<file path="config.mk">
export PLATFORM = sky130hd
export DESIGN_NAME = devices
export DESIGN_NICKNAME = d
export VERILOG_FILES = /design/src/common/devices_pkg.sv /design/src/verilog/devices.sv /design/src/verilog/device_mixer.sv /design/src/tone_slot/tone_slot.sv /design/src/verilog/io_decoder.sv
export SDC_FILE = /design/constraint.sdc
export NUM_CORES = 1
export LEC_CHECK = 0
export ABC_AREA = 1
export CORE_MARGIN = 4
export CORE_UTILIZATION = 60
export CTS_BUF_LIST = sky130_fd_sc_hd__clkbuf_16
export DETAILED_ROUTE_END_ITERATION = 10
export DONT_BUFFER_PORTS = 1
export PLACE_DENSITY = 0.76
export SLEW_MARGIN = 20
export SYNTH_ARGS = -nofsm -noshare
export SYNTH_HDL_FRONTEND = slang
export SYNTH_SLANG_ARGS = --single-unit
</file>
<file path="constraint.sdc">
create_clock -name clk -period 4.76 [get_ports clk]
set_clock_uncertainty 0.15 [all_clocks]
set_input_delay 0.238 -clock clk [delete_from_list [all_inputs] [get_ports clk]]
set_output_delay 0.238 -clock clk [all_outputs]
set_load 0.02 [all_outputs]
</file>
<file path="src/common/devices_pkg.sv">
package devices_pkg;

    // CPU side port operation.
    typedef enum logic {
        IO_READ  = 1'b0,
        IO_WRITE = 1'b1
    } io_op_t;

    // Register index inside a tone slot, taken from the two low port bits.
    typedef enum logic [1:0] {
        REG_PERIOD_LO = 2'd0,  // Period bits 7:0.
        REG_PERIOD_HI = 2'd1,  // Period bits 11:8 in the low nibble.
        REG_VOLUME    = 2'd2,  // 4-bit volume.
        REG_CONTROL   = 2'd3   // Bit 0 enables the tone.
    } reg_idx_t;

    // Request from the CPU side.
    typedef struct packed {
        io_op_t     op;
        logic [7:0] port;
        logic [7:0] wdata;
    } io_req_t;

    // Read response back to the CPU side.
    typedef struct packed {
        logic [7:0] rdata;
        logic       hit;    // Some enabled entry matched.
    } io_rsp_t;

    // One entry of the port decode table.
    typedef struct packed {
        logic       enable;
        logic [7:0] base;
        logic [7:0] mask;   // Set bits must agree with base.
    } io_device_t;

    // Command broadcast by the decoder to every slot.
    typedef struct packed {
        io_op_t     op;
        reg_idx_t   idx;
        logic [7:0] wdata;
    } slot_cmd_t;

    // Value seen on the data bus when nothing drives it.
    localparam logic [7:0] OPEN_BUS = 8'hFF;

    // Sample amplitude is volume shifted left by this amount.
    localparam int VOL_SHIFT = 8;

endpackage
</file>
<file path="src/verilog/devices.sv">
`timescale 1ns/1ps

module devices #(
    parameter int NUM_SLOTS = 4
) (
    input  logic                    clk,
    input  logic                    arst_n,
    input  logic                    req_valid,
    output logic                    req_ready,
    input  devices_pkg::io_req_t    req,
    input  devices_pkg::io_device_t io_table [NUM_SLOTS],  // One entry per slot.
    output logic                    rsp_valid,
    input  logic                    rsp_ready,
    output devices_pkg::io_rsp_t    rsp,
    output logic signed [15:0]      sound
);

    logic                   cmd_valid;
    logic                   cmd_ready;
    devices_pkg::slot_cmd_t cmd;
    logic [NUM_SLOTS-1:0]   sel;
    logic [7:0]             slot_rdata [NUM_SLOTS];
    logic signed [15:0]     slot_sample [NUM_SLOTS];

    io_decoder #(
        .NUM_SLOTS(NUM_SLOTS)
    ) u_decoder (
        .clk      (clk),
        .arst_n   (arst_n),
        .req_valid(req_valid),
        .req_ready(req_ready),
        .req      (req),
        .io_table (io_table),
        .cmd_valid(cmd_valid),
        .cmd_ready(cmd_ready),
        .cmd      (cmd),
        .sel      (sel)
    );

    // Identical tone devices sharing the command broadcast.
    for (genvar i = 0; i < NUM_SLOTS; i++) begin : g_slot
        tone_slot u_slot (
            .clk      (clk),
            .arst_n   (arst_n),
            .cmd_valid(cmd_valid),
            .cmd_ready(cmd_ready),
            .cmd      (cmd),
            .selected (sel[i]),
            .rdata    (slot_rdata[i]),
            .sample   (slot_sample[i])
        );
    end

    device_mixer #(
        .NUM_SLOTS(NUM_SLOTS)
    ) u_mixer (
        .clk        (clk),
        .arst_n     (arst_n),
        .cmd_valid  (cmd_valid),
        .cmd_ready  (cmd_ready),
        .cmd        (cmd),
        .sel        (sel),
        .slot_rdata (slot_rdata),
        .slot_sample(slot_sample),
        .rsp_valid  (rsp_valid),
        .rsp_ready  (rsp_ready),
        .rsp        (rsp),
        .sound      (sound)
    );

endmodule

</file>
<file path="src/verilog/device_mixer.sv">
`timescale 1ns/1ps

module device_mixer #(
    parameter int NUM_SLOTS = 4
) (
    input  logic                   clk,
    input  logic                   arst_n,
    input  logic                   cmd_valid,
    output logic                   cmd_ready,
    input  devices_pkg::slot_cmd_t cmd,
    input  logic [NUM_SLOTS-1:0]   sel,
    input  logic [7:0]             slot_rdata [NUM_SLOTS],
    input  logic signed [15:0]     slot_sample [NUM_SLOTS],
    output logic                   rsp_valid,
    input  logic                   rsp_ready,
    output devices_pkg::io_rsp_t   rsp,
    output logic signed [15:0]     sound
);

    localparam int SUM_W = 16 + $clog2(NUM_SLOTS + 1);

    logic [7:0]              bus_data;
    logic                    is_read;
    logic                    rsp_load;
    logic signed [SUM_W-1:0] sum;
    logic signed [15:0]      sum_sat;

    // Open bus stays high unless some slot pulls a bit low.
    always_comb begin
        bus_data = devices_pkg::OPEN_BUS;
        for (int i = 0; i < NUM_SLOTS; i++) begin
            bus_data = bus_data & slot_rdata[i];
        end
    end

    assign is_read = (cmd.op == devices_pkg::IO_READ);

    // Writes never wait, reads need a free or draining response register.
    assign cmd_ready = !is_read || !rsp_valid || rsp_ready;
    assign rsp_load  = cmd_valid && is_read && cmd_ready;

    always_ff @(posedge clk or negedge arst_n) begin
        if (!arst_n) begin
            rsp_valid <= 1'b0;
        end else if (rsp_load) begin
            rsp_valid <= 1'b1;
        end else if (rsp_ready) begin
            rsp_valid <= 1'b0;
        end
    end

    always_ff @(posedge clk) begin
        if (rsp_load) begin
            rsp.rdata <= bus_data;
            rsp.hit   <= |sel;  // Any match counts.
        end
    end

    // Wide sum then clamp to 16-bit signed.
    always_comb begin
        sum = '0;
        for (int i = 0; i < NUM_SLOTS; i++) begin
            sum = sum + SUM_W'(slot_sample[i]);
        end
        if (sum > SUM_W'(32767)) begin
            sum_sat = 16'sh7FFF;
        end else if (sum < -SUM_W'(32768)) begin
            sum_sat = -16'sh8000;
        end else begin
            sum_sat = sum[15:0];
        end
    end

    always_ff @(posedge clk or negedge arst_n) begin
        if (!arst_n) begin
            sound <= 16'sd0;
        end else begin
            sound <= sum_sat;
        end
    end

endmodule

</file>
<file path="src/tone_slot/tone_slot.sv">
`timescale 1ns/1ps

module tone_slot (
    input  logic                   clk,
    input  logic                   arst_n,
    input  logic                   cmd_valid,
    input  logic                   cmd_ready,
    input  devices_pkg::slot_cmd_t cmd,
    input  logic                   selected,
    output logic [7:0]             rdata,
    output logic signed [15:0]     sample
);

    logic [7:0]         period_lo;
    logic [3:0]         period_hi;
    logic [3:0]         volume;
    logic [7:0]         control;
    logic [11:0]        period;
    logic [11:0]        count;
    logic               phase;      // High means negative half.
    logic               tone_on;
    logic               wr_en;
    logic signed [15:0] amp;

    assign period  = {period_hi, period_lo};
    assign tone_on = control[0] && (period != 12'd0);

    assign wr_en = cmd_valid && cmd_ready && selected &&
                   (cmd.op == devices_pkg::IO_WRITE);

    // Register file.
    always_ff @(posedge clk or negedge arst_n) begin
        if (!arst_n) begin
            period_lo <= 8'h00;
            period_hi <= 4'h0;
            volume    <= 4'h0;
            control   <= 8'h00;
        end else if (wr_en) begin
            case (cmd.idx)
                devices_pkg::REG_PERIOD_LO: period_lo <= cmd.wdata;
                devices_pkg::REG_PERIOD_HI: period_hi <= cmd.wdata[3:0];
                devices_pkg::REG_VOLUME:    volume    <= cmd.wdata[3:0];
                devices_pkg::REG_CONTROL:   control   <= cmd.wdata;
            endcase
        end
    end

    // Square wave with a half period of period + 1 clocks.
    always_ff @(posedge clk or negedge arst_n) begin
        if (!arst_n) begin
            count <= 12'd0;
            phase <= 1'b0;
        end else if (!tone_on) begin
            count <= 12'd0;
            phase <= 1'b0;  // Hold positive while idle.
        end else if (count == 12'd0) begin
            count <= period;
            phase <= ~phase;
        end else begin
            count <= count - 12'd1;
        end
    end

    assign amp = 16'(volume) << devices_pkg::VOL_SHIFT;

    always_ff @(posedge clk or negedge arst_n) begin
        if (!arst_n) begin
            sample <= 16'sd0;
        end else begin
            sample <= phase ? -amp : amp;
        end
    end

    // Read-back of the addressed register.
    always_comb begin
        if (!selected) begin
            rdata = devices_pkg::OPEN_BUS;  // Bus left floating for other slots.
        end else begin
            case (cmd.idx)
                devices_pkg::REG_PERIOD_LO: rdata = period_lo;
                devices_pkg::REG_PERIOD_HI: rdata = {4'h0, period_hi};
                devices_pkg::REG_VOLUME:    rdata = {4'h0, volume};
                devices_pkg::REG_CONTROL:   rdata = control;
                default:                    rdata = devices_pkg::OPEN_BUS;
            endcase
        end
    end

endmodule

</file>
<file path="src/verilog/io_decoder.sv">
`timescale 1ns/1ps

module io_decoder #(
    parameter int NUM_SLOTS = 4
) (
    input  logic                   clk,
    input  logic                   arst_n,
    input  logic                   req_valid,
    output logic                   req_ready,
    input  devices_pkg::io_req_t   req,
    input  devices_pkg::io_device_t io_table [NUM_SLOTS],
    output logic                   cmd_valid,
    input  logic                   cmd_ready,
    output devices_pkg::slot_cmd_t cmd,
    output logic [NUM_SLOTS-1:0]   sel
);

    logic                   st_valid;   // Stage holds a request.
    devices_pkg::slot_cmd_t st_cmd;
    logic [NUM_SLOTS-1:0]   st_sel;
    logic [NUM_SLOTS-1:0]   match;
    devices_pkg::slot_cmd_t next_cmd;
    logic                   req_fire;

    // Masked compare of the port against every table entry.
    always_comb begin
        for (int k = 0; k < NUM_SLOTS; k++) begin
            match[k] = io_table[k].enable &&
                       (((req.port ^ io_table[k].base) & io_table[k].mask) == 8'h00);
        end
    end

    // Translate the CPU request into a slot command.
    always_comb begin
        next_cmd.op    = req.op;
        next_cmd.idx   = devices_pkg::reg_idx_t'(req.port[1:0]);
        next_cmd.wdata = req.wdata;
    end

    // Stage frees up in the same cycle the mixer takes the command.
    assign req_ready = !st_valid || cmd_ready;
    assign req_fire  = req_valid && req_ready;

    always_ff @(posedge clk or negedge arst_n) begin
        if (!arst_n) begin
            st_valid <= 1'b0;
        end else if (req_fire) begin
            st_valid <= 1'b1;
        end else if (cmd_ready) begin
            st_valid <= 1'b0;  // Drained without refill.
        end
    end

    // Payload only loads on acceptance.
    always_ff @(posedge clk) begin
        if (req_fire) begin
            st_cmd <= next_cmd;
            st_sel <= match;
        end
    end

    assign cmd_valid = st_valid;
    assign cmd       = st_cmd;
    assign sel       = st_sel;

endmodule

</file>
Yosys cells after proc, flatten, opt, wreduce, memory -nomap -nowiden
Cells that the tools add are included.

Bitwise gates (word level): 16. Add/sub/neg operators: 11. Magnitude comparators: 2. Equality and inequality tests: 7. Reduce and logical (&&, ||, !) cells: 57. Muxes and demuxes: 34.

Operators by type and width (number): case mux 8 bit (4 select lines) (4); two-way mux 12 bit (8); two-way mux 16 bit (6); negator 12 -> 16 bit (4); AND 8 bit (7); zero test 12 bit (4); nonzero test 12 bit (4); subtractor 12 x 1 -> 12 bit, second input constant (4); zero test 8 bit (4); two-way mux 8 bit (4); AND reduction 2 bit (16); XOR 8 bit (4); logical AND 1 bit (20); adder 19 x 16 -> 19 bit (1); > comparator 19 x 16 -> 1 bit, second input constant (1); < comparator 19 x 16 -> 1 bit, second input constant (1); adder 17 x 16 -> 18 bit (1); adder 16 x 16 -> 17 bit (1); two-way mux 1 bit (12); inequality test 2 bit, second input constant (4); NOT 1 bit (5); equality test 2 bit, second input constant (2); nonzero test 2 bit (2); OR reduction 4 bit (1); 4 further kinds (7).

Input bits: 89. Bits in registers: 254. Logic and storage cells: 164. Output and inout port bits: 27.

Logic depth before layout (Yosys ltp)
Gate-level depths: netlist of the first run.

Depth after elaboration: 7. Gate-level depth with buffers: 23. Gate-level depth less buffers: 23.

Hierarchy
From an unflattened synthesis of the first run, not the netlist that was laid out.

Cell total of the unflattened synthesis: 1801. Area, all modules: 13640.6 µm².

By module, submodules not included: tone_slot (area each 2381.0 µm², cells each 309, seq. area each 1101.1 µm², instances 4); device_mixer (area each 2986.6 µm², cells each 399, seq. area each 695.7 µm², instances 1); io_decoder (area each 1129.8 µm², cells each 166, seq. area each 475.5 µm², instances 1).

Worst setup path after synthesis of the first run
No wires, ideal clock.

Path type: reg2reg. From: reg g_slot[1].u_slot.sample[9]. To: reg u_mixer.sound[10]. Library setup time: 0.120 ns. Stages on the path, launching flop included: 23. Arrival: 3.222 ns. Setup slack: 1.268 ns. Period minus slack after synthesis: 3.492 ns. Buffers on the path: 0. Required time: 4.490 ns. Cells stage by stage: dfrtp_1 inv_1 fa_1 inv_1 ha_1 inv_1 fa_1 o21ai_0 a21oi_1 o21bai_1 nand2_1 nand2_1 nand2_1 ha_1 nand2_1 nor2_1 nand3_1 nand3_1 nand2_1 nand2_1 nand2_1 nand2_1 nand2_1.

Word-level cells in the longest chain between the ends: 6. Elaborated cells between the ends (all ways): 7. Classes of those cells: 3 x add/sub; 2 x order compare; 2 x mux.

Ends and longest elaborated chain: start: declaration (line tone_slot.sv:11) `output logic signed [15:0] sample`; start signal: assignment (line tone_slot.sv:70) `sample <= phase ? -amp : amp;`; adder 16 x 16 -> 17 bit * (line device_mixer.sv:63) `sum = sum + SUM_W'(slot_sample[i]);`; adder 17 x 16 -> 18 bit * (line device_mixer.sv:63); adder 19 x 16 -> 19 bit * (line device_mixer.sv:63); < comparator 19 x 16 -> 1 bit (line device_mixer.sv:67) `end else if (sum < -SUM_W'(32768)) begin`; two-way mux 16 bit (line device_mixer.sv:67); two-way mux 16 bit * (line device_mixer.sv:65) `if (sum > SUM_W'(32767)) begin`; via u_mixer.sum_sat[10] (line device_mixer.sv:26) `logic signed [15:0] sum_sat;`; end signal: assignment (line device_mixer.sv:78) `sound <= sum_sat;`; end: declaration (line device_mixer.sv:17) `output logic signed [15:0] sound`.

Mark *: on every way through the listed nets, which the timed path passes. The rest lies on a longest branch. A chain may end at the register's enable or synchronous reset.

Final worst setup path of the first run
From: reg g_slot[1].u_slot.sample[9]. To: reg u_mixer.sound[8].

Same word-level chain as after synthesis.

==> metrics.txt, run 1 <==
largest fanout of any net on the critical path 7; total clock sinks 211; crit path buf inv count 5; antenna violation net count after detailed routing 0; actual slew at the worst max-slew pin 1040 ps; result of the run complete, no violations; CTS Hold Bufs 28; part of the cycle the worst path needs 81.3%; Longest Clk Path Bufs 3; Iteration-0 DRC Markers 1007; Data arrival, critical path 4160 ps; sort of element at the end of the critical path register; final non-filler cell total 1616; count of final setup violators 0; dpl hpwl 19.3 mm; launching point of the worst reg2reg path g_slot[1].u_slot.sample[9]$_DFF_PN0_; Mapped Cells 1350; Pre-Repair DR Iteration Count 5; setup TNS after final layout 0 ps; clock latency on the worst-skew pair 500 ps; die extent in y 145 um; worst-case register-to-register setup slack 890 ps; Die Area 21100 um^2; share of async-settable or async-resettable flops after synthesis 88.6%; maximum operating frequency 258 MHz; filler cell count in the final layout 1407; routed vias/inst 5.80; average size of a mapped cell 8.37 um^2; synthesized-area fraction occupied by adder cells 5.69%; post-synth top area share 41.4%; number of placement rows 49; IO Pins 116; unrepaired setup endpoints after global routing no; Leakage Power 5.96 nW; Die Span X 145 um; core area 18200 um^2; power density relative to cell area 675 nW/um^2; cell-by-cell trace of the critical path inv_1, fa_1, inv_1, ha_1, inv_1, fa_1, o21ai_0, a21oi_1, o21bai_1, xnor2_1, inv_1, ha_1, nand2_1, inv_1, a21oi_1, nand2_1, nand2_1, nand2_1, nor2_1, nand2_1, nand2_1, nand2_1, nand2_1; number of nets in the layout 1506; reg-to-reg endpoint u_mixer.sound[8]$_DFF_PN0_; portion of netlist area occupied by mux cells 0%; number of distinct standard cells referenced by the synthesized netlist 44; Max Cap Viol 0; critical path start-end classification register to register; Inst Count DP 1547; # resized after CTS 0; largest area contributor in the netlist sky130_fd_sc_hd__dfrtp_1; # H-tree levels 1; fraction of layout cells with a size suffix above 1 4.62%; headroom to the max-slew limit 30.4%; Setup Slack @ Placement 885 ps; largest family of logic cells by synthesized area simple AND/OR/NAND/NOR gates; leading cell types by total area after synthesis sky130_fd_sc_hd__dfrtp_1 41%, sky130_fd_sc_hd__nand2_1 11%, sky130_fd_sc_hd__o21ai_0 6.5%; synthesized-area fraction occupied by and/or/nand/nor cells 22.4%; smallest hold slack 193 ps; post-synthesis cell area 11300 um^2; number of antenna violations at the first check in global routing 3; largest net degree at the start of global routing 188; largest delay contributor family on the critical path adder cells; gpl congestion 0.887; synth warn 0; Post-Route WL 28.4 mm; number of setup buffers added after CTS 0; compound-gate portion of the synthesized area 13.8%; Max Transition Viols Final 0; grt total ovfl 0; Initial Util 62.0%; Mapped Nets 1485; clock buffers created by TritonCTS 23; Post-Layout Inst Area 12300 um^2; cell at the root of the clock tree sky130_fd_sc_hd__clkbuf_16; sort of element at the start of the critical path register; Worst IR Drop VDD 0.363 mV; average wire length per cell after detail routing 17.6 um; aggregate global-route resource usage 26.8%; Post-synth EDFFs 24; Post-Place Cell Area 11400 um^2; first-pass GRT wire length 46.5 mm; Required @ worst endpoint 5050 ps; most used flip-flop cell after synthesis sky130_fd_sc_hd__dfrtp_1; remaining routing DRC violations 0; worst min-delay path class primary input to asynchronous set/reset pin; slowest cell on the critical path sky130_fd_sc_hd__fa_1; CTS clk-pin slew, worst paths 50 ps; count of vias placed by the detailed router 9366; cell type with the highest occurrence count on the critical path sky130_fd_sc_hd__nand2_1; area share of xor/xnor cells in the synthesized design 3.57%; register bit count reported by yosys 211; count of input and output buffers 0; vias in the first global route 9256; worst stage delay on the critical path 420 ps; r2r worst-path depth 23; post-route setup slack 891 ps; min cycle time layout 3870 ps; register area share after synthesis 47.8%; clock tree from TritonCTS built; signed area change from the synthesized netlist to the final layout 8.93%; final-report hold violation count 0
-- layout make-up --
cell class                      count  area [um^2]  share of cell area, %
Sequential cell                   211         5400                   43.9
Clock buffer                       23          576                   4.68
Tap cell                          229          287                   2.33
Antenna cell                        3         7.51                 0.0610
Clock inverter                     15         57.6                  0.468
Multi-Input combinational cell    962         5130                   41.7
Timing Repair Buffer               29          305                   2.48
Inverter                          144          541                   4.39
-- worst register-to-register path, delay by kind of cell (launching register included) --
kind | cells | cell delay, ps
flops | 1 | 360
compound gates | 4 | 810
simple gates | 9 | 770
xor+xnor | 1 | 150
fa+ha+maj | 4 | 1250
buf+inv | 5 | 340
-- power breakdown --
group | internal, mW | switching (mW) | total, mW
clock network | 0.863 | 0.673 | 1.54
registers | 2.34 | 0.452 | 2.79
logic | 1.47 | 2.52 | 3.98
-- layout by cell type, fill, tap and decap left out, drive strengths merged, types with 2 or more instances in the layout --
master,instances
edfxtp,24
nor2,112
o211ai,3
o22ai,3
nand4,15
o2111ai,7
clkbuf,23
o21bai,3
o21ai,155
a21o,2
a31oi,12
nand3,51
fa,9
nand2,346
dfrtp,187
a211oi,14
diode,3
nor4,10
clkinv,5
buf,2
or2,17
inv,154
a21oi,75
xnor2,14
a221oi,6
nor3,32
xor2,32
dlygate4sd3,27
ha,37
-- synthesized netlist by cell type (6+ instances only) --
| cell | count |
|---|---|
| sky130_fd_sc_hd__a221oi_1 | 6 |
| sky130_fd_sc_hd__o2111ai_1 | 7 |
| sky130_fd_sc_hd__xnor2_1 | 14 |
| sky130_fd_sc_hd__buf_4 | 12 |
| sky130_fd_sc_hd__fa_1 | 9 |
| sky130_fd_sc_hd__nand3_1 | 50 |
| sky130_fd_sc_hd__nor3_4 | 7 |
| sky130_fd_sc_hd__edfxtp_1 | 24 |
| sky130_fd_sc_hd__xor2_1 | 32 |
| sky130_fd_sc_hd__o21ai_1 | 9 |
| sky130_fd_sc_hd__nor4_1 | 10 |
| sky130_fd_sc_hd__buf_2 | 10 |
| sky130_fd_sc_hd__nor2_1 | 109 |
| sky130_fd_sc_hd__ha_1 | 37 |
| sky130_fd_sc_hd__nor3_1 | 24 |
| sky130_fd_sc_hd__dfrtp_1 | 187 |
| sky130_fd_sc_hd__a211oi_1 | 14 |
| sky130_fd_sc_hd__o21ai_0 | 146 |
| sky130_fd_sc_hd__buf_6 | 6 |
| sky130_fd_sc_hd__a21oi_1 | 75 |
| sky130_fd_sc_hd__or2_2 | 16 |
| sky130_fd_sc_hd__a31oi_1 | 12 |
| sky130_fd_sc_hd__nand4_1 | 15 |
| sky130_fd_sc_hd__nand2_1 | 342 |
| sky130_fd_sc_hd__inv_1 | 139 |
-- registers in the layout (all words and copies together), names as in the netlist, 9 cells and up --
| register | cells |
|---|---|
| g_slot.u_slot.control | 32 |
| g_slot.u_slot.count | 48 |
| g_slot.u_slot.period_hi | 16 |
| g_slot.u_slot.period_lo | 32 |
| u_mixer.sound | 9 |
| g_slot.u_slot.volume | 16 |
| g_slot.u_slot.sample | 28 |
| u_decoder.cmd | 11 |
| u_mixer.rsp | 9 |
-- routing by layer --
layer	routed length (um)	vias to the layer above	part of all wire [%]	global-route usage [%]
met2	13700	383	48	45.0
met1	11600	4402	41	35.2
met4	939	0	3.3	9.07
met3	2130	60	7.5	5.08
li1	-	4521	-	-
met5	0	-	0	0
-- cell families (layout without fill, tap and decap cells) --
kind of cell,count (synthesis),in the layout
simple gates,586,586
flops,211,211
xor+xnor,46,46
compound gates,284,284
fa+ha+maj,46,46
buf+inv,177,211
other cells,0,3
-- worst max path at each step --
stage | startpoint | to | slack [ps] | cells after the start
2_1_floorplan | g_slot[1].u_slot.sample[9]$_DFF_PN0_ | u_mixer.sound[10]$_DFF_PN0_ | 1270 | 22
3_3_place_gp | g_slot[1].u_slot.sample[9]$_DFF_PN0_ | u_mixer.sound[13]$_DFF_PN0_ | 1030 | 22
3_5_place_dp | g_slot[1].u_slot.sample[9]$_DFF_PN0_ | u_mixer.sound[8]$_DFF_PN0_ | 880 | 22
4_1_cts | g_slot[1].u_slot.sample[9]$_DFF_PN0_ | u_mixer.sound[8]$_DFF_PN0_ | 860 | 22
5_1_grt | g_slot[1].u_slot.sample[9]$_DFF_PN0_ | u_mixer.sound[8]$_DFF_PN0_ | 420 | 22
6_report | g_slot[1].u_slot.sample[9]$_DFF_PN0_ | u_mixer.sound[8]$_DFF_PN0_ | 890 | 23
-- metrics by stage --
step           util (%)  total power [mW]
2_1_floorplan         -              5.89
3_3_place_gp       62.4              6.60
3_5_place_dp       62.4              6.73
4_1_cts            67.5              8.35
5_1_grt            67.6              9.11
6_report           67.6              8.31
Note: power is estimated with default switching activity, not from simulation.
==> run 2, diff against run 1 <==
Clock period 4.76 ns to 3.65 ns, I/O delays scaled along.
==> run 2 against run 1 <==
Effect of this change:
- the flow now finishes with violations (negative hold slack)
- first-iteration DRC count fell by 13%
- wire length rose by 1.4%
- combinational power rose by 44%
- global-route usage fell by 0.086 points
- sequential share of layout area fell by 0.82 points
- critical path depth fell by 2
- largest cell class unchanged
- largest power group unchanged
==> metrics.txt, run 2 (synthesis gave the netlist of run 1 again) <==
met3 wirelength from detailed routing 2.20 mm (+3.0%); number of antenna violations at the first check in global routing 4 (+1); Die Area 21100 um^2 (unchanged); number of nets in the layout 1511 (+0.33%); CTS Hold Bufs 27 (-3.6%); unrepaired setup endpoints after global routing yes; part of the cycle the worst path needs 96.7% (+15 points); average wire length per cell after detail routing 17.7 um (+0.73%); smallest hold slack -773 ps (-966 ps); share of total power in sequential cells 31.9% (-1.7 points); maximum operating frequency 283 MHz (+9.6%); critical path start-end classification register to register; failing checks negative hold slack; Die Span X 145 um (unchanged); count of final setup violators 0 (unchanged); final non-filler cell total 1626 (+0.62%); antenna violation net count after detailed routing 0 (unchanged); vias in the first global route 9323 (+0.72%); clock tree from TritonCTS built; remaining routing DRC violations 0 (unchanged); largest net degree at the start of global routing 188 (unchanged); area of combinational cells with multiple inputs 5320 um^2 (+3.7%); Initial Util 62.0% (unchanged); Power Internal 6.36 mW (+36%); Worst IR Drop VDD 0.515 mV (+42%); Max Transition Viols Final 0 (unchanged); gpl congestion 0.908 (+2.4%); FF/Latch Area 5400 um^2 (unchanged); result of the run complete, but fails checks; core area 18200 um^2 (unchanged); IO Pins 116 (unchanged); Switching Share 44.3% (+0.50 points); # H-tree levels 1 (unchanged); CTS clk-pin slew, worst paths 60 ps (about the same); worst min-delay path class primary input to asynchronous set/reset pin; top layer in use met4; die extent in y 145 um (unchanged); number of placement rows 49 (unchanged); sort of element at the end of the critical path register; signed area change from the synthesized netlist to the final layout 11.0%; max reg flops 48 (unchanged); actual slew at the worst max-slew pin 991 ps (-52.6 ps); cell at the root of the clock tree sky130_fd_sc_hd__clkbuf_16; clock latency on the worst-skew pair 510 ps (about the same); power density relative to cell area 911 nW/um^2 (+35%); count of input and output buffers 0 (unchanged); Required @ worst endpoint 3890 ps (-1160 ps); register ranked first by flip-flop count g_slot.u_slot.count; Longest Clk Path Bufs 3 (unchanged); min cycle time layout 3530 ps (-338 ps); total routed wire length on the met1 layer 11.7 mm (+0.29%); clock buffers created by TritonCTS 23 (unchanged); filler cell count in the final layout 1397 (-0.71%); final-report hold violation count 187 (+187); most common cell after layout, fill and taps aside sky130_fd_sc_hd__nand2_1; Iteration-0 DRC Markers 874 (-13%); Leakage Power 6.01 nW (+0.89%); aggregate global-route resource usage 26.7% (-0.086 points); met2 wirelength from detailed routing 13.9 mm (+1.6%); Max Cap Viol 0 (unchanged); top flop regs g_slot.u_slot.count x48, g_slot.u_slot.control x32, g_slot.u_slot.period_lo x32; total clock sinks 211 (unchanged); headroom to the max-slew limit 33.7% (+3.3 points); Inst Count DP 1551 (+0.26%); clock group share of total power 18.0% (-0.5 points); launching point of the worst reg2reg path g_slot[0].u_slot.sample[9]$_DFF_PN0_; dpl hpwl 19.4 mm (+0.45%); Post-Route WL 28.8 mm (+1.4%); largest fanout of any net on the critical path 8 (+1); Util after Layout 68.9% (+1.3 points); Logic pwr share 50.1% (+2.1 points); first-pass GRT wire length 46.8 mm (+0.49%); most used cells in the layout excluding fill and tap cells 326 x sky130_fd_sc_hd__nand2_1, 187 x sky130_fd_sc_hd__dfrtp_1, 145 x sky130_fd_sc_hd__o21ai_0; routed vias/inst 5.86 (+1.1%); sort of element at the start of the critical path register; total net switching power 5.07 mW (+39%); Pre-Repair DR Iteration Count 5 (unchanged); count of vias placed by the detailed router 9528 (+1.7%); grt total ovfl 0 (unchanged); fraction of layout cells with a size suffix above 1 8.04% (+3.4 points); Data arrival, critical path 3770 ps (-390 ps); CP startpoint g_slot[0].u_slot.sample[9]$_DFF_PN0_
-- run 2: changes by cell type in the layout (fill, tap and decap cells not counted), moves of 3 or more --
cell	delta
sky130_fd_sc_hd__inv_2	+7
sky130_fd_sc_hd__nand3_2	+3
sky130_fd_sc_hd__inv_1	-7
sky130_fd_sc_hd__nand2_4	+4
sky130_fd_sc_hd__nand2_1	-16
sky130_fd_sc_hd__ha_1	-6
sky130_fd_sc_hd__ha_4	+5
sky130_fd_sc_hd__nand2_2	+11
sky130_fd_sc_hd__buf_4	+6
sky130_fd_sc_hd__nor2_1	-4
sky130_fd_sc_hd__nand3_1	-3
-- run 2: power groups by stage --
stage	sequential [mW]	clock [mW]	combinational (mW)
2_1_floorplan	3.51	0	4.17
3_3_place_gp	3.65	0	4.99
3_5_place_dp	3.66	0	5.13
4_1_cts	3.63	2.08	5.21
5_1_grt	3.72	2.19	6.50
6_report	3.65	2.05	5.72
-- run 2: worst max-delay path, stage by stage (launching register included) --
cell                       delay [ps]
sky130_fd_sc_hd__dfrtp_1          320
sky130_fd_sc_hd__inv_1             50
sky130_fd_sc_hd__fa_1             460
sky130_fd_sc_hd__inv_1             70
sky130_fd_sc_hd__ha_2             160
sky130_fd_sc_hd__inv_2             40
sky130_fd_sc_hd__fa_2             350
sky130_fd_sc_hd__o21ai_2          140
sky130_fd_sc_hd__a21oi_1           80
sky130_fd_sc_hd__o21bai_1         190
sky130_fd_sc_hd__xnor2_1          180
sky130_fd_sc_hd__inv_2            100
sky130_fd_sc_hd__ha_4             300
sky130_fd_sc_hd__nand2_4           70
sky130_fd_sc_hd__nor2_4           120
sky130_fd_sc_hd__nand2_1          110
sky130_fd_sc_hd__nand3_2          130
sky130_fd_sc_hd__nand2_2           60
sky130_fd_sc_hd__nand2_2          110
sky130_fd_sc_hd__inv_2             70
sky130_fd_sc_hd__nand2_8           90
sky130_fd_sc_hd__nand2_1           60
-- run 2: final timing paths --
path,end,slack (ps),depth (start not counted)
max in group asynchronous,g_slot[3].u_slot.control[4]$_DFFE_PN0P_,3840,0
hold reg to reg,g_slot[1].u_slot.sample[8]$_DFF_PN0_,290,0
setup / recovery,u_mixer.sound[14]$_DFF_PN0_,120,21
hold / removal,u_mixer.sound[12]$_DFF_PN0_,-770,0
setup reg to reg,u_mixer.sound[14]$_DFF_PN0_,120,21
min in group clk,u_decoder.cmd[7]$_DFFE_PP_,140,1
-- run 2: metrics by stage --
stage	setup TNS [ps]	setup WS, ps	instance area, um^2	power [mW]
3_3_place_gp	0	23.5	11400	8.65
6_report	0	119	12500	11.4
2_1_floorplan	0	158	11300	7.68
5_1_grt	-567	-90.8	12500	12.4
4_1_cts	0	41.0	12300	10.9
3_5_place_dp	-547	-80.1	11400	8.79
-- run 2: final cells by class --
| type | count | share of cell area, % |
|---|---|---|
| inverter | 144 | 4.31 |
| sequential | 211 | 43.1 |
| clock buffer | 23 | 4.59 |
| clock inverter | 19 | 0.649 |
| antenna | 4 | 0.0798 |
| timing repair buffer | 34 | 2.57 |
| multi-input combinational | 962 | 42.4 |
| tap | 229 | 2.28 |
-- run 2: repair_timing --
item | in CTS | in global routing
gates resized for setup | 4 | 47
buffers inserted | 0 | 2
pin swaps | 3 | 13
setup endpoints to repair | 8 | 8
endpoints found under the hold margin | 219 | 187
-- run 2: metal layers --
| metal | global-route usage (%) | up-vias |
|---|---|---|
| met5 | 0 | - |
| li1 | - | 4533 |
| met4 | 8.78 | 0 |
| met2 | 45.6 | 391 |
| met3 | 4.90 | 62 |
| met1 | 34.7 | 4542 |
==> run 3, diff against run 2 <==
Settings changed: RECOVER_POWER set to 100, SKIP_LAST_GASP set to 1.
==> run 3 against run 2 <==
Effect of this change:
- the run ends with negative hold slack, max-capacitance violations, max-slew violations left
- total power is 0.79% lower
- final area shrank 0.66%
- global-route usage is the same
- sequential share of layout area grew 0.29 points
- largest cell class unchanged
- register-to-register slack hardly changed
- combinational power is 2% lower
- via count is 0.57% lower
==> metrics.txt, run 3 (synthesis gave the netlist of run 1 again) <==
Max Cap Viol 1 (+1); aggregate global-route resource usage 26.7% (unchanged); headroom to the max-slew limit -23.1% (-57 points); smallest hold slack -774 ps (-1.11 ps); number of placement rows 49 (unchanged); Inst Count DP 1551 (unchanged); routed vias/inst 5.83 (-0.57%); IO Pins 116 (unchanged); cell-by-cell trace of the critical path inv_1, fa_1, inv_1, ha_2, inv_2, fa_2, o21ai_2, a21oi_1, o21bai_1, xnor2_1, inv_2, ha_4, nand2_4, inv_2, a21oi_2, nand2_1, nand2_1, nand2_2, nor2_2, nand2_2, nand2_4, nand2_1, nand2_1; grt total ovfl 0 (unchanged); signed area change from the synthesized netlist to the final layout 10.3%; vias in the first global route 9323 (unchanged); CTS clk-pin slew, worst paths 60 ps (about the same); largest net degree at the start of global routing 188 (unchanged); CTS Hold Bufs 27 (unchanged); Die Span X 145 um (unchanged); first-pass GRT wire length 46.8 mm (unchanged); maximum operating frequency 282 MHz (-0.30%); largest delay contributor family on the critical path adder cells; gpl congestion 0.908 (unchanged); unrepaired setup endpoints after global routing yes; slowest cell on the critical path sky130_fd_sc_hd__fa_1; Util after Layout 68.4% (-0.45 points); worst stage delay on the critical path 460 ps (about the same); Die Area 21100 um^2 (unchanged); number of antenna violations at the first check in global routing 4 (unchanged); Max Transition Viols Final 1 (+1); power density relative to cell area 910 nW/um^2 (-0.13%); cell at the root of the clock tree sky130_fd_sc_hd__clkbuf_16; # H-tree levels 1 (unchanged); sort of element at the end of the critical path register; Leakage Power 5.98 nW (-0.45%); total clock sinks 211 (unchanged); Data arrival, critical path 3830 ps (+60 ps); min cycle time layout 3540 ps (+10.8 ps); register ranked first by flip-flop count g_slot.u_slot.count; core area 18200 um^2 (unchanged); crit path buf inv count 5 (unchanged); final-report hold violation count 187 (unchanged); Worst IR Drop VDD 0.513 mV (-0.29%); die extent in y 145 um (unchanged); most common cell after layout, fill and taps aside sky130_fd_sc_hd__nand2_1; top flop regs g_slot.u_slot.count x48, g_slot.u_slot.control x32, g_slot.u_slot.period_lo x32; result of the run complete, but fails checks; critical path start-end classification register to register; Post-Place Cell Area 11400 um^2 (unchanged); average wire length per cell after detail routing 17.7 um (-0.16%); clock buffers created by TritonCTS 23 (unchanged); clock latency on the worst-skew pair 510 ps (about the same); sum of internal, switching and leakage power 11.3 mW (-0.79%); Initial Util 62.0% (unchanged); number of nets in the layout 1511 (unchanged); max reg flops 48 (unchanged); sort of element at the start of the critical path register; count of vias placed by the detailed router 9474 (-0.57%); most used cells in the layout excluding fill and tap cells 329 x sky130_fd_sc_hd__nand2_1, 187 x sky130_fd_sc_hd__dfrtp_1, 152 x sky130_fd_sc_hd__o21ai_0; worst min-delay path class primary input to asynchronous set/reset pin; part of the cycle the worst path needs 97.0% (+0.30 points); Post-Route WL 28.7 mm (-0.16%); Post-Layout Inst Area 12500 um^2 (-0.66%); fraction of layout cells with a size suffix above 1 6.89% (-1.1 points); dpl hpwl 19.4 mm (unchanged); actual slew at the worst max-slew pin 1850 ps (+864 ps); remaining routing DRC violations 0 (unchanged); Longest Clk Path Bufs 3 (unchanged); Required @ worst endpoint 3940 ps (+50 ps); clock tree from TritonCTS built; failing checks negative hold slack, max-capacitance violations, max-slew violations; largest fanout of any net on the critical path 7 (-1); count of final setup violators 0 (unchanged); cell type with the highest occurrence count on the critical path sky130_fd_sc_hd__nand2_1; count of input and output buffers 0 (unchanged); antenna violation net count after detailed routing 0 (unchanged); Iteration-0 DRC Markers 810 (-7.3%); final non-filler cell total 1626 (unchanged); Pre-Repair DR Iteration Count 6 (+1)
## run 3: cell count changes in the layout (fill, tap and decap cells not counted), moves of 4 or more
cell | previous run | this run
sky130_fd_sc_hd__o21ai_1 | 9 | 2
sky130_fd_sc_hd__o21ai_0 | 145 | 152
sky130_fd_sc_hd__nor3_1 | 24 | 29
sky130_fd_sc_hd__inv_2 | 12 | 8
sky130_fd_sc_hd__nor3_4 | 7 | 2
## run 3: area by class of cell
type	instances	area [um^2]
tap	229	287
clock inverter	19	81.3
fill	1408	5750
antenna	4	10.0
clock buffer	23	576
timing repair buffer	34	312
sequential	211	5400
multi-input combinational	962	5250
inverter	144	541
## run 3: through the flow
stage / setup TNS, ps / setup slack [ps]
5_1_grt: -567 / -90.8
6_report: 0 / 108
3_5_place_dp: -547 / -80.1
2_1_floorplan: 0 / 158
4_1_cts: 0 / 41.0
3_3_place_gp: 0 / 23.5
## run 3: worst reg2reg max path, delay by kind of cell (launching register included)
kind,cells,cell delay (ps)
buffers and inverters,5,300
adder cells (fa/ha/maj),4,1240
AND/OR/NAND/NOR,9,740
flip-flops,1,320
XOR/XNOR,1,180
AO/OA/AOI/OAI,4,560
## run 3: layer usage
metal  share of wire (%)  GRT usage (%)
met4                 3.7           8.78
met1                  40           34.7
met5                   0              0
met3                 8.0           4.90
met2                  48           45.6
## run 3: timing repair
item | 4_1_cts | 5_1_grt
setup endpoints to repair | 8 | 8
gates resized for setup | 4 | 47
hold endpoints to repair | 219 | 187
pin swaps | 3 | 13
buffers inserted | 0 | 2
## run 3: path summary, 6_finish.rpt
kind	from	endpoint	slack [ps]	depth (start not counted)
setup reg to reg	g_slot[0].u_slot.sample[9]$_DFF_PN0_	u_mixer.sound[14]$_DFF_PN0_	110	23
min in group clk	req[7]	u_decoder.cmd[7]$_DFFE_PP_	140	1
hold / removal	arst_n	u_mixer.sound[12]$_DFF_PN0_	-770	0
max in group asynchronous	arst_n	g_slot[2].u_slot.control[4]$_DFFE_PN0P_	3850	0
hold reg to reg	g_slot[1].u_slot.volume[0]$_DFFE_PN0P_	g_slot[1].u_slot.sample[8]$_DFF_PN0_	290	0
setup / recovery	g_slot[0].u_slot.sample[9]$_DFF_PN0_	u_mixer.sound[14]$_DFF_PN0_	110	23
## run 3: power by group
part,internal (mW),total [mW],leakage (nW),switching [mW]
clock network,1.14,2.06,0.355,0.919
logic,2.14,5.63,2.97,3.50
registers,3.05,3.65,2.65,0.599
